## src/hw/buf_addr_pkg.sv

```systemverilog
package buf_addr_pkg;

	// word index width inside one segment, 16 words
	localparam int seg_size_w = 4;
	// segment address width, 64 segments in the buffer
	localparam int buf_seg_aw = 6;
	// full word address into the buffer
	localparam int buf_aw = buf_seg_aw + seg_size_w;
	// descriptor adds the final-segment flag on top
	localparam int desc_w = buf_aw + 1;

	// segment number inside the buffer
	typedef logic [buf_seg_aw-1:0] seg_addr_t;
	// word position inside a segment
	typedef logic [seg_size_w-1:0] word_idx_t;
	// buffer read address, segment then word
	typedef logic [buf_aw-1:0] buf_addr_t;
	// {final flag, last word index, segment address}
	typedef logic [desc_w-1:0] ptr_desc_t;

endpackage

```

## src/hw/flow_sched_pkg.sv

```systemverilog
package flow_sched_pkg;

	// flow number width
	localparam int flows_w = 3;
	// number of flows served
	localparam int num_flows = 2 ** flows_w;
	// per-flow queue address width, 16 descriptors deep
	localparam int fifo_aw = 4;

	// flow number
	typedef logic [flows_w-1:0] flow_id_t;
	// one bit per flow
	typedef logic [num_flows-1:0] flow_mask_t;

	// segment reader states
	typedef enum logic [1:0] {
		rd_idle,
		rd_load,
		rd_stream,
		rd_starve
	} rd_state_t;

endpackage

```

## src/hw/seg_ptr_fifo.sv

```systemverilog
module seg_ptr_fifo (
	input  logic                   clk,
	input  logic                   rstn,
	input  logic                   push,
	input  buf_addr_pkg::ptr_desc_t push_desc,
	input  logic                   pop,
	output buf_addr_pkg::ptr_desc_t head,
	output logic                   empty
);
	import buf_addr_pkg::*;
	import flow_sched_pkg::*;

	// descriptor storage
	ptr_desc_t mem [2**fifo_aw];
	logic [fifo_aw-1:0] wr_ptr;
	logic [fifo_aw-1:0] rd_ptr;
	// one extra bit so full is distinct from empty
	logic [fifo_aw:0] count;
	logic full;
	logic do_push;
	logic do_pop;

	assign full = count[fifo_aw];
	assign empty = (count == '0);
	// drop writes when full, reads when empty
	assign do_push = push && !full;
	assign do_pop = pop && !empty;

	// oldest entry, fall-through
	assign head = mem[rd_ptr];

	always_ff @(posedge clk) begin
		if (do_push) begin
			mem[wr_ptr] <= push_desc;
		end
	end

	always_ff @(posedge clk) begin
		if (!rstn) begin
			wr_ptr <= '0;
			rd_ptr <= '0;
			count <= '0;
		end else begin
			if (do_push) begin
				wr_ptr <= wr_ptr + 1'b1;
			end
			if (do_pop) begin
				rd_ptr <= rd_ptr + 1'b1;
			end
			// push and pop together leave count alone
			if (do_push && !do_pop) begin
				count <= count + 1'b1;
			end else if (do_pop && !do_push) begin
				count <= count - 1'b1;
			end
		end
	end

endmodule

```

## src/hw/flow_ptr_queues.sv

```systemverilog
module flow_ptr_queues (
	input  logic                      clk,
	input  logic                      rstn,
	input  buf_addr_pkg::ptr_desc_t   used_pointer,
	input  logic                      used_pointer_valid,
	input  flow_sched_pkg::flow_id_t  used_pointer_flow,
	input  flow_sched_pkg::flow_id_t  cur_flow,
	input  logic                      pop,
	output flow_sched_pkg::flow_mask_t flow_empty,
	output buf_addr_pkg::ptr_desc_t   head_desc,
	output logic                      head_empty
);
	import buf_addr_pkg::*;
	import flow_sched_pkg::*;

	// head of every queue, muxed by cur_flow below
	ptr_desc_t heads [num_flows];

	for (genvar g = 0; g < num_flows; g++) begin : gen_flow_q
		logic q_push;
		logic q_pop;

		// write only the queue named by the tag
		assign q_push = used_pointer_valid && (used_pointer_flow == flow_id_t'(g));
		// reader only ever pops its own flow
		assign q_pop = pop && (cur_flow == flow_id_t'(g));

		seg_ptr_fifo seg_ptr_fifo_i (
			.clk       (clk),
			.rstn      (rstn),
			.push      (q_push),
			.push_desc (used_pointer),
			.pop       (q_pop),
			.head      (heads[g]),
			.empty     (flow_empty[g])
		);
	end

	// status of the flow being read
	assign head_desc = heads[cur_flow];
	assign head_empty = flow_empty[cur_flow];

endmodule

```

## src/hw/rr_flow_arbiter.sv

```systemverilog
module rr_flow_arbiter (
	input  logic                       clk,
	input  logic                       rstn,
	input  flow_sched_pkg::flow_mask_t flow_empty,
	input  logic                       arb_idle,
	output logic                       grant,
	output flow_sched_pkg::flow_id_t   grant_flow
);
	import flow_sched_pkg::*;

	// next flow to look at
	flow_id_t scan_ptr;
	logic scan_en;
	logic scan_hit;

	// only scan while the reader waits and nothing is in flight
	assign scan_en = arb_idle && !grant;
	assign scan_hit = !flow_empty[scan_ptr];

	// granted flow number, held until the next grant
	always_ff @(posedge clk) begin
		if (scan_en && scan_hit) begin
			grant_flow <= scan_ptr;
		end
	end

	always_ff @(posedge clk) begin
		if (!rstn) begin
			grant <= 1'b0;
			scan_ptr <= '0;
		end else begin
			// grant is a single-cycle pulse
			grant <= 1'b0;
			if (scan_en) begin
				if (scan_hit) begin
					grant <= 1'b1;
				end
				// on a hit this is grant_flow + 1, so the scan
				// resumes past the flow that was just served
				// wraps at num_flows
				scan_ptr <= scan_ptr + 1'b1;
			end
		end
	end

endmodule

```

## src/hw/segment_reader.sv

```systemverilog
module segment_reader (
	input  logic                      clk,
	input  logic                      rstn,
	input  logic                      grant,
	input  flow_sched_pkg::flow_id_t  grant_flow,
	input  buf_addr_pkg::ptr_desc_t   head_desc,
	input  logic                      head_empty,
	output flow_sched_pkg::flow_id_t  cur_flow,
	output logic                      pop,
	output logic                      arb_idle,
	output buf_addr_pkg::buf_addr_t   b_raddr,
	output logic                      s_rvalid,
	output buf_addr_pkg::seg_addr_t   freed_pointer,
	output logic                      freed_pointer_valid
);
	import buf_addr_pkg::*;
	import flow_sched_pkg::*;

	rd_state_t state;
	// descriptor of the segment being streamed
	ptr_desc_t cur_desc;
	word_idx_t word_cnt;

	// descriptor fields
	seg_addr_t cur_seg;
	word_idx_t last_idx;
	logic final_seg;
	logic seg_end;

	assign cur_seg = cur_desc[buf_seg_aw-1:0];
	assign last_idx = cur_desc[buf_aw-1:buf_seg_aw];
	assign final_seg = cur_desc[desc_w-1];
	// this cycle carries the segment's last word
	assign seg_end = (word_cnt == last_idx);

	// arbiter only runs between packets
	assign arb_idle = (state == rd_idle);
	// head leaves the queue as it is captured
	assign pop = (state == rd_load);
	// one word per stream cycle
	assign s_rvalid = (state == rd_stream);
	assign b_raddr = {cur_seg, word_cnt};

	// capture the head while in load
	always_ff @(posedge clk) begin
		if (state == rd_load) begin
			cur_desc <= head_desc;
		end
	end

	// freed address, valid with the strobe
	always_ff @(posedge clk) begin
		if (state == rd_stream && seg_end) begin
			freed_pointer <= cur_seg;
		end
	end

	always_ff @(posedge clk) begin
		if (!rstn) begin
			state <= rd_idle;
			cur_flow <= '0;
			word_cnt <= '0;
			freed_pointer_valid <= 1'b0;
		end else begin
			freed_pointer_valid <= 1'b0;
			case (state)
				rd_idle: begin
					// lock onto the granted flow
					if (grant) begin
						cur_flow <= grant_flow;
						state <= rd_load;
					end
				end
				rd_load: begin
					word_cnt <= '0;
					state <= rd_stream;
				end
				rd_stream: begin
					if (seg_end) begin
						// hand the segment back next cycle
						freed_pointer_valid <= 1'b1;
						if (final_seg) begin
							state <= rd_idle;
						end else if (!head_empty) begin
							state <= rd_load;
						end else begin
							// packet continues but its next
							// descriptor is not written yet
							state <= rd_starve;
						end
					end else begin
						word_cnt <= word_cnt + 1'b1;
					end
				end
				rd_starve: begin
					// stay on this flow until more arrives
					if (!head_empty) begin
						state <= rd_load;
					end
				end
				default: begin
					state <= rd_idle;
				end
			endcase
		end
	end

endmodule

```

## src/hw/buffer_read_sched.sv

```systemverilog
module buffer_read_sched (
	input  logic                     clk,
	input  logic                     rstn,
	input  buf_addr_pkg::ptr_desc_t  used_pointer,
	input  logic                     used_pointer_valid,
	input  flow_sched_pkg::flow_id_t used_pointer_flow,
	output buf_addr_pkg::buf_addr_t  b_raddr,
	output logic                     s_rvalid,
	output buf_addr_pkg::seg_addr_t  freed_pointer,
	output logic                     freed_pointer_valid
);
	import buf_addr_pkg::*;
	import flow_sched_pkg::*;

	// queues to arbiter
	flow_mask_t flow_empty;
	// queues to reader, for the selected flow
	ptr_desc_t head_desc;
	logic head_empty;
	// reader back to queues
	flow_id_t cur_flow;
	logic pop;
	// reader and arbiter handshake
	logic arb_idle;
	logic grant;
	flow_id_t grant_flow;

	flow_ptr_queues flow_ptr_queues_i (
		.clk                (clk),
		.rstn               (rstn),
		.used_pointer       (used_pointer),
		.used_pointer_valid (used_pointer_valid),
		.used_pointer_flow  (used_pointer_flow),
		.cur_flow           (cur_flow),
		.pop                (pop),
		.flow_empty         (flow_empty),
		.head_desc          (head_desc),
		.head_empty         (head_empty)
	);

	rr_flow_arbiter rr_flow_arbiter_i (
		.clk        (clk),
		.rstn       (rstn),
		.flow_empty (flow_empty),
		.arb_idle   (arb_idle),
		.grant      (grant),
		.grant_flow (grant_flow)
	);

	segment_reader segment_reader_i (
		.clk                 (clk),
		.rstn                (rstn),
		.grant               (grant),
		.grant_flow          (grant_flow),
		.head_desc           (head_desc),
		.head_empty          (head_empty),
		.cur_flow            (cur_flow),
		.pop                 (pop),
		.arb_idle            (arb_idle),
		.b_raddr             (b_raddr),
		.s_rvalid            (s_rvalid),
		.freed_pointer       (freed_pointer),
		.freed_pointer_valid (freed_pointer_valid)
	);

endmodule

```

## config.mk

```make
export PLATFORM = sky130hd
export DESIGN_NAME = buffer_read_sched
export DESIGN_NICKNAME = d
export VERILOG_FILES = /design/src/hw/buf_addr_pkg.sv /design/src/hw/flow_sched_pkg.sv /design/src/hw/seg_ptr_fifo.sv /design/src/hw/flow_ptr_queues.sv /design/src/hw/rr_flow_arbiter.sv /design/src/hw/segment_reader.sv /design/src/hw/buffer_read_sched.sv
export SDC_FILE = /design/constraint.sdc
export NUM_CORES = 2
export LEC_CHECK = 0
export ABC_AREA = 1
export BUFFER_PORTS_ARGS = -buffer_cell sky130_fd_sc_hd__buf_2
export CAP_MARGIN = 20
export CORE_MARGIN = 3
export CORE_UTILIZATION = 40
export CTS_CLUSTER_DIAMETER = 120
export DETAILED_ROUTE_END_ITERATION = 7
export SETUP_SLACK_MARGIN = 0.3
export SYNTH_ARGS = -nofsm -noshare
export SYNTH_HDL_FRONTEND = slang
export SYNTH_SLANG_ARGS = --single-unit
```

## constraint.sdc

```tcl
create_clock -name clk -period 2.83 [get_ports clk]
set_clock_uncertainty 0.05 [all_clocks]
set_input_delay 0.566 -clock clk [delete_from_list [all_inputs] [get_ports clk]]
set_output_delay 0.566 -clock clk [all_outputs]
set_load 0.02 [all_outputs]
```

==> results.json <==
{
  "max_freq_mhz": 399,
  "grt_max_degree": 129,
  "place_area_um2": 68900,
  "synth_area_um2": 65200,
  "finalNetCount": 6012,
  "drv_cap": 0,
  "crit_top_cell": "nor2_1",
  "postRouteAntennaNets": 0,
  "crit_fanout": 13,
  "wl_mm": 167,
  "relSlewSlack_pct": 43.9,
  "place.port_buffers": 34,
  "finalCritPeriodShare_pct": 88.5,
  "place_congestion": 0.849,
  "ir_drop_uv": 498,
  "numCtsBuffers": 164,
  "drive_above_1_share_pct": 11.4,
  "critPathTopFamily": "adder cells",
  "cts_buffer_depth": 3,
  "power_density_nw_per_um2": 689,
  "yosysTopAreaCell": "edfxtp_1",
  "cp_cell_sequence": "inv_2, ha_4, buf_12, nand2_4, nor2_1, nand2_1, ha_2, inv_2, buf_4, ha_1, a21oi_2, nor2_1, nor2_1, inv_1, a21oi_1, o21ai_1, o21ai_1, a21oi_1",
  "gr-total-overflow": 0,
  "io_pins": 35,
  "synth_seq_cells": 1578,
  "finalHoldViolations": 0,
  "path_class": "reg2reg",
  "endpoint_kind": "register",
  "root_buffer": "clkbuf_16",
  "cp_data_required_time_ps": 3450,
  "wl_met3_mm": 10.6,
  "combinationalPowerShare_pct": 8.0,
  "drv_slew": 0,
  "cp_slowest_cell": "dfxtp_2",
  "grt_pass1_wl_mm": 253,
  "synth_cell_types": 41,
  "fin_ws_ps": 325,
  "synthToLayoutAreaGrowth_pct": 14.7,
  "hold_path_class": "in2reg",
  "p_clk_share_pct": 41.7,
  "insertion_delay_ps": 800,
  "path_clk_slew_ps": 60,
  "hpwl_mm": 101,
  "wl_met2_mm": 78.5,
  "clock-sinks": 1578,
  "top_layer_used": "met4",
  "max_stage_delay_ps": 350,
  "p_int_uw": 39200,
  "drc": 0,
  "dpl.cell_count": 7888,
  "drt-wirelength-per-cell_um": 20.3,
  "syn_inst": 5716,
  "total_power_uw": 51500,
  "groute.usage.overall_pct": 19.5,
  "rsz0062_at_grt": "yes",
  "power_leakage_uw": 0.0264,
  "antenna_found_initial": 1,
  "path_buf_inv": 5,
  "p_switching_uw": 12300,
  "routed_via_density": 5.24,
  "design_area_um2": 74800,
  "yosysTopAreaCellShare_pct": 65.8,
  "synthesis.nets": 5821,
  "cts_tree": "yes",
  "finalSetupViolCount": 0,
  "die_w_um": 410,
  "htree_levels": 4,
  "coreArea_um2": 161000,
  "dp_slack_ps": 15.1,
  "sw_frac_of_total_pct": 23.9,
  "fin_crit_ps": 2510,
  "drt-initial-drc-count": 4585,
  "tightest_slew_ps": 841,
  "status": "finished clean",
  "synth_area_leaders": "edfxtp_1, nor2_1, dfxtp_1, o21ai_0, nand2_1",
  "stdcell_count": 8209,
  "ys_seq_area_share_pct": 70.4,
  "dr.pass1.iters": 7,
  "avgSynthCellArea_um2": 11.4,
  "yosysWarnings": 0,
  "p_seq_share_pct": 50.4,
  "wl_met1_mm": 73.8,
  "start_util_pct": 40.4,
  "final_util_pct": 46.3,
  "dieHeight_um": 410,
  "cp-start-kind": "register",
  "num_rows": 147,
  "dieArea_um2": 168000,
  "grt_pass1_vias": 40872,
  "vias": 43008,
  "crit_arrival_ps": 3130
}
## metrics by stage
step	hold slack, ps	setup TNS (ps)
after floorplan	378	0
after global placement	401	-9.82
after detailed placement	413	0
after CTS	28.6	0
after global routing	47.1	0
final	92.7	0
## placed cells by master, fill, tap and decap left out, types with 34 or more instances in the layout
cell / Yosys / final
o21ai_0: 567 / 559
inv_1: 179 / 167
nand3_1: 363 / 361
o22ai_1: 88 / 88
ha_1: 80 / 66
clkbuf_1: 88 / 34
buf_12: 0 / 35
clkinv_1: 3 / 36
clkbuf_16: 0 / 165
nor2_1: 1379 / 1370
a21oi_1: 86 / 77
nand2_1: 659 / 656
o21ai_1: 271 / 279
dfxtp_1: 150 / 131
clkinv_2: 0 / 37
buf_4: 36 / 257
edfxtp_1: 1428 / 1428
## final timing paths
kind                                           from       end  slack, ps  depth (start not counted)
max reg2reg  segment_reader_i.state[1]$_SDFFE_PN0P_  register        320                         18
min reg2reg                                register  register        410                          2
max          segment_reader_i.state[1]$_SDFFE_PN0P_  register        320                         18
min                                 used_pointer[6]  register         90                          1
## cell type report
class,count,area (µm²)
clock buffers,206,4350
flip-flops and latches,1578,45900
well taps,2160,2700
inverters,211,820
multi-input cells,3625,17000
fillers,14520,86500
diodes,2,5.00
clock inverters,100,1050
repair buffers,327,2880
## per-layer routing
layer  track usage (%)  vias to the layer above
met1              27.6                    21084
met4              5.55                        0
li1                  -                    20368
met2              31.2                     1338
met3              3.14                      218
met5                 0                        -
## synthesized netlist by cell type (all sizes together)
cell,count
edfxtp,1428
nor2,1390
o21ai,838
nand2,660
nand3,363
inv,208
buf,201
dfxtp,150
clkbuf,101
o22ai,88
a21oi,86
ha,80
o211ai,27
nor3,22
xor2,17
nand4,13
xnor2,9
a21o,8
fa,8
a211oi,4
a2111oi,3
a31oi,3
clkinv,3
a31o,1
nand3b,1
nor3b,1
o21a,1
o21bai,1
o221ai,1
## power by group through the flow
stage	Clock [µW]	Combinational (µW)	Sequential, µW
floorplan	0	2220	26300
global placement	0	3900	26400
detailed placement	0	3930	26400
CTS	21900	3980	25900
global route	22800	4480	25900
finish	21500	4090	25900
## logic make-up (layout without fill, tap and decap cells)
logic type | Yosys count | after routing | share of synthesized area (%)
AO/OA/AOI/OAI | 1061 | 1061 | 8.53
other | 0 | 2 | 0
XOR/XNOR | 26 | 26 | 0.349
AND/OR/NAND/NOR | 2450 | 2450 | 15.1
buffers and inverters | 513 | 844 | 3.89
flip-flops | 1578 | 1578 | 70.4
adder cells (fa/ha/maj) | 88 | 88 | 1.78
## state kept, by name, indices dropped and copies added (netlist names), 2 cells and up, named ones only
signal,cells
rr_flow_arbiter_i.grant_flow,3
segment_reader_i.state,2
segment_reader_i.word_cnt,4
segment_reader_i.cur_desc,11
segment_reader_i.freed_pointer,6
flow_ptr_queues_i.gen_flow_q.seg_ptr_fifo_i.mem,1408
rr_flow_arbiter_i.scan_ptr,3
flow_ptr_queues_i.gen_flow_q.seg_ptr_fifo_i.wr_ptr,32
segment_reader_i.cur_flow,3
flow_ptr_queues_i.gen_flow_q.seg_ptr_fifo_i.rd_ptr,32
flow_ptr_queues_i.gen_flow_q.seg_ptr_fifo_i.count,40
## timing repair
| item | 4_1_cts | 5_1_grt |
|---|---|---|
| hold endpoints to repair | 7 | 0 |
| hold buffers | 1 | 0 |
| gates resized for setup | 19 | 73 |
| cloned | 0 | 0 |
| buffers inserted | 5 | 7 |
| pin swaps | 2 | 15 |
| endpoints found under the setup margin | 14 | 27 |
No activity file was read; power rests on OpenSTA's default activity.
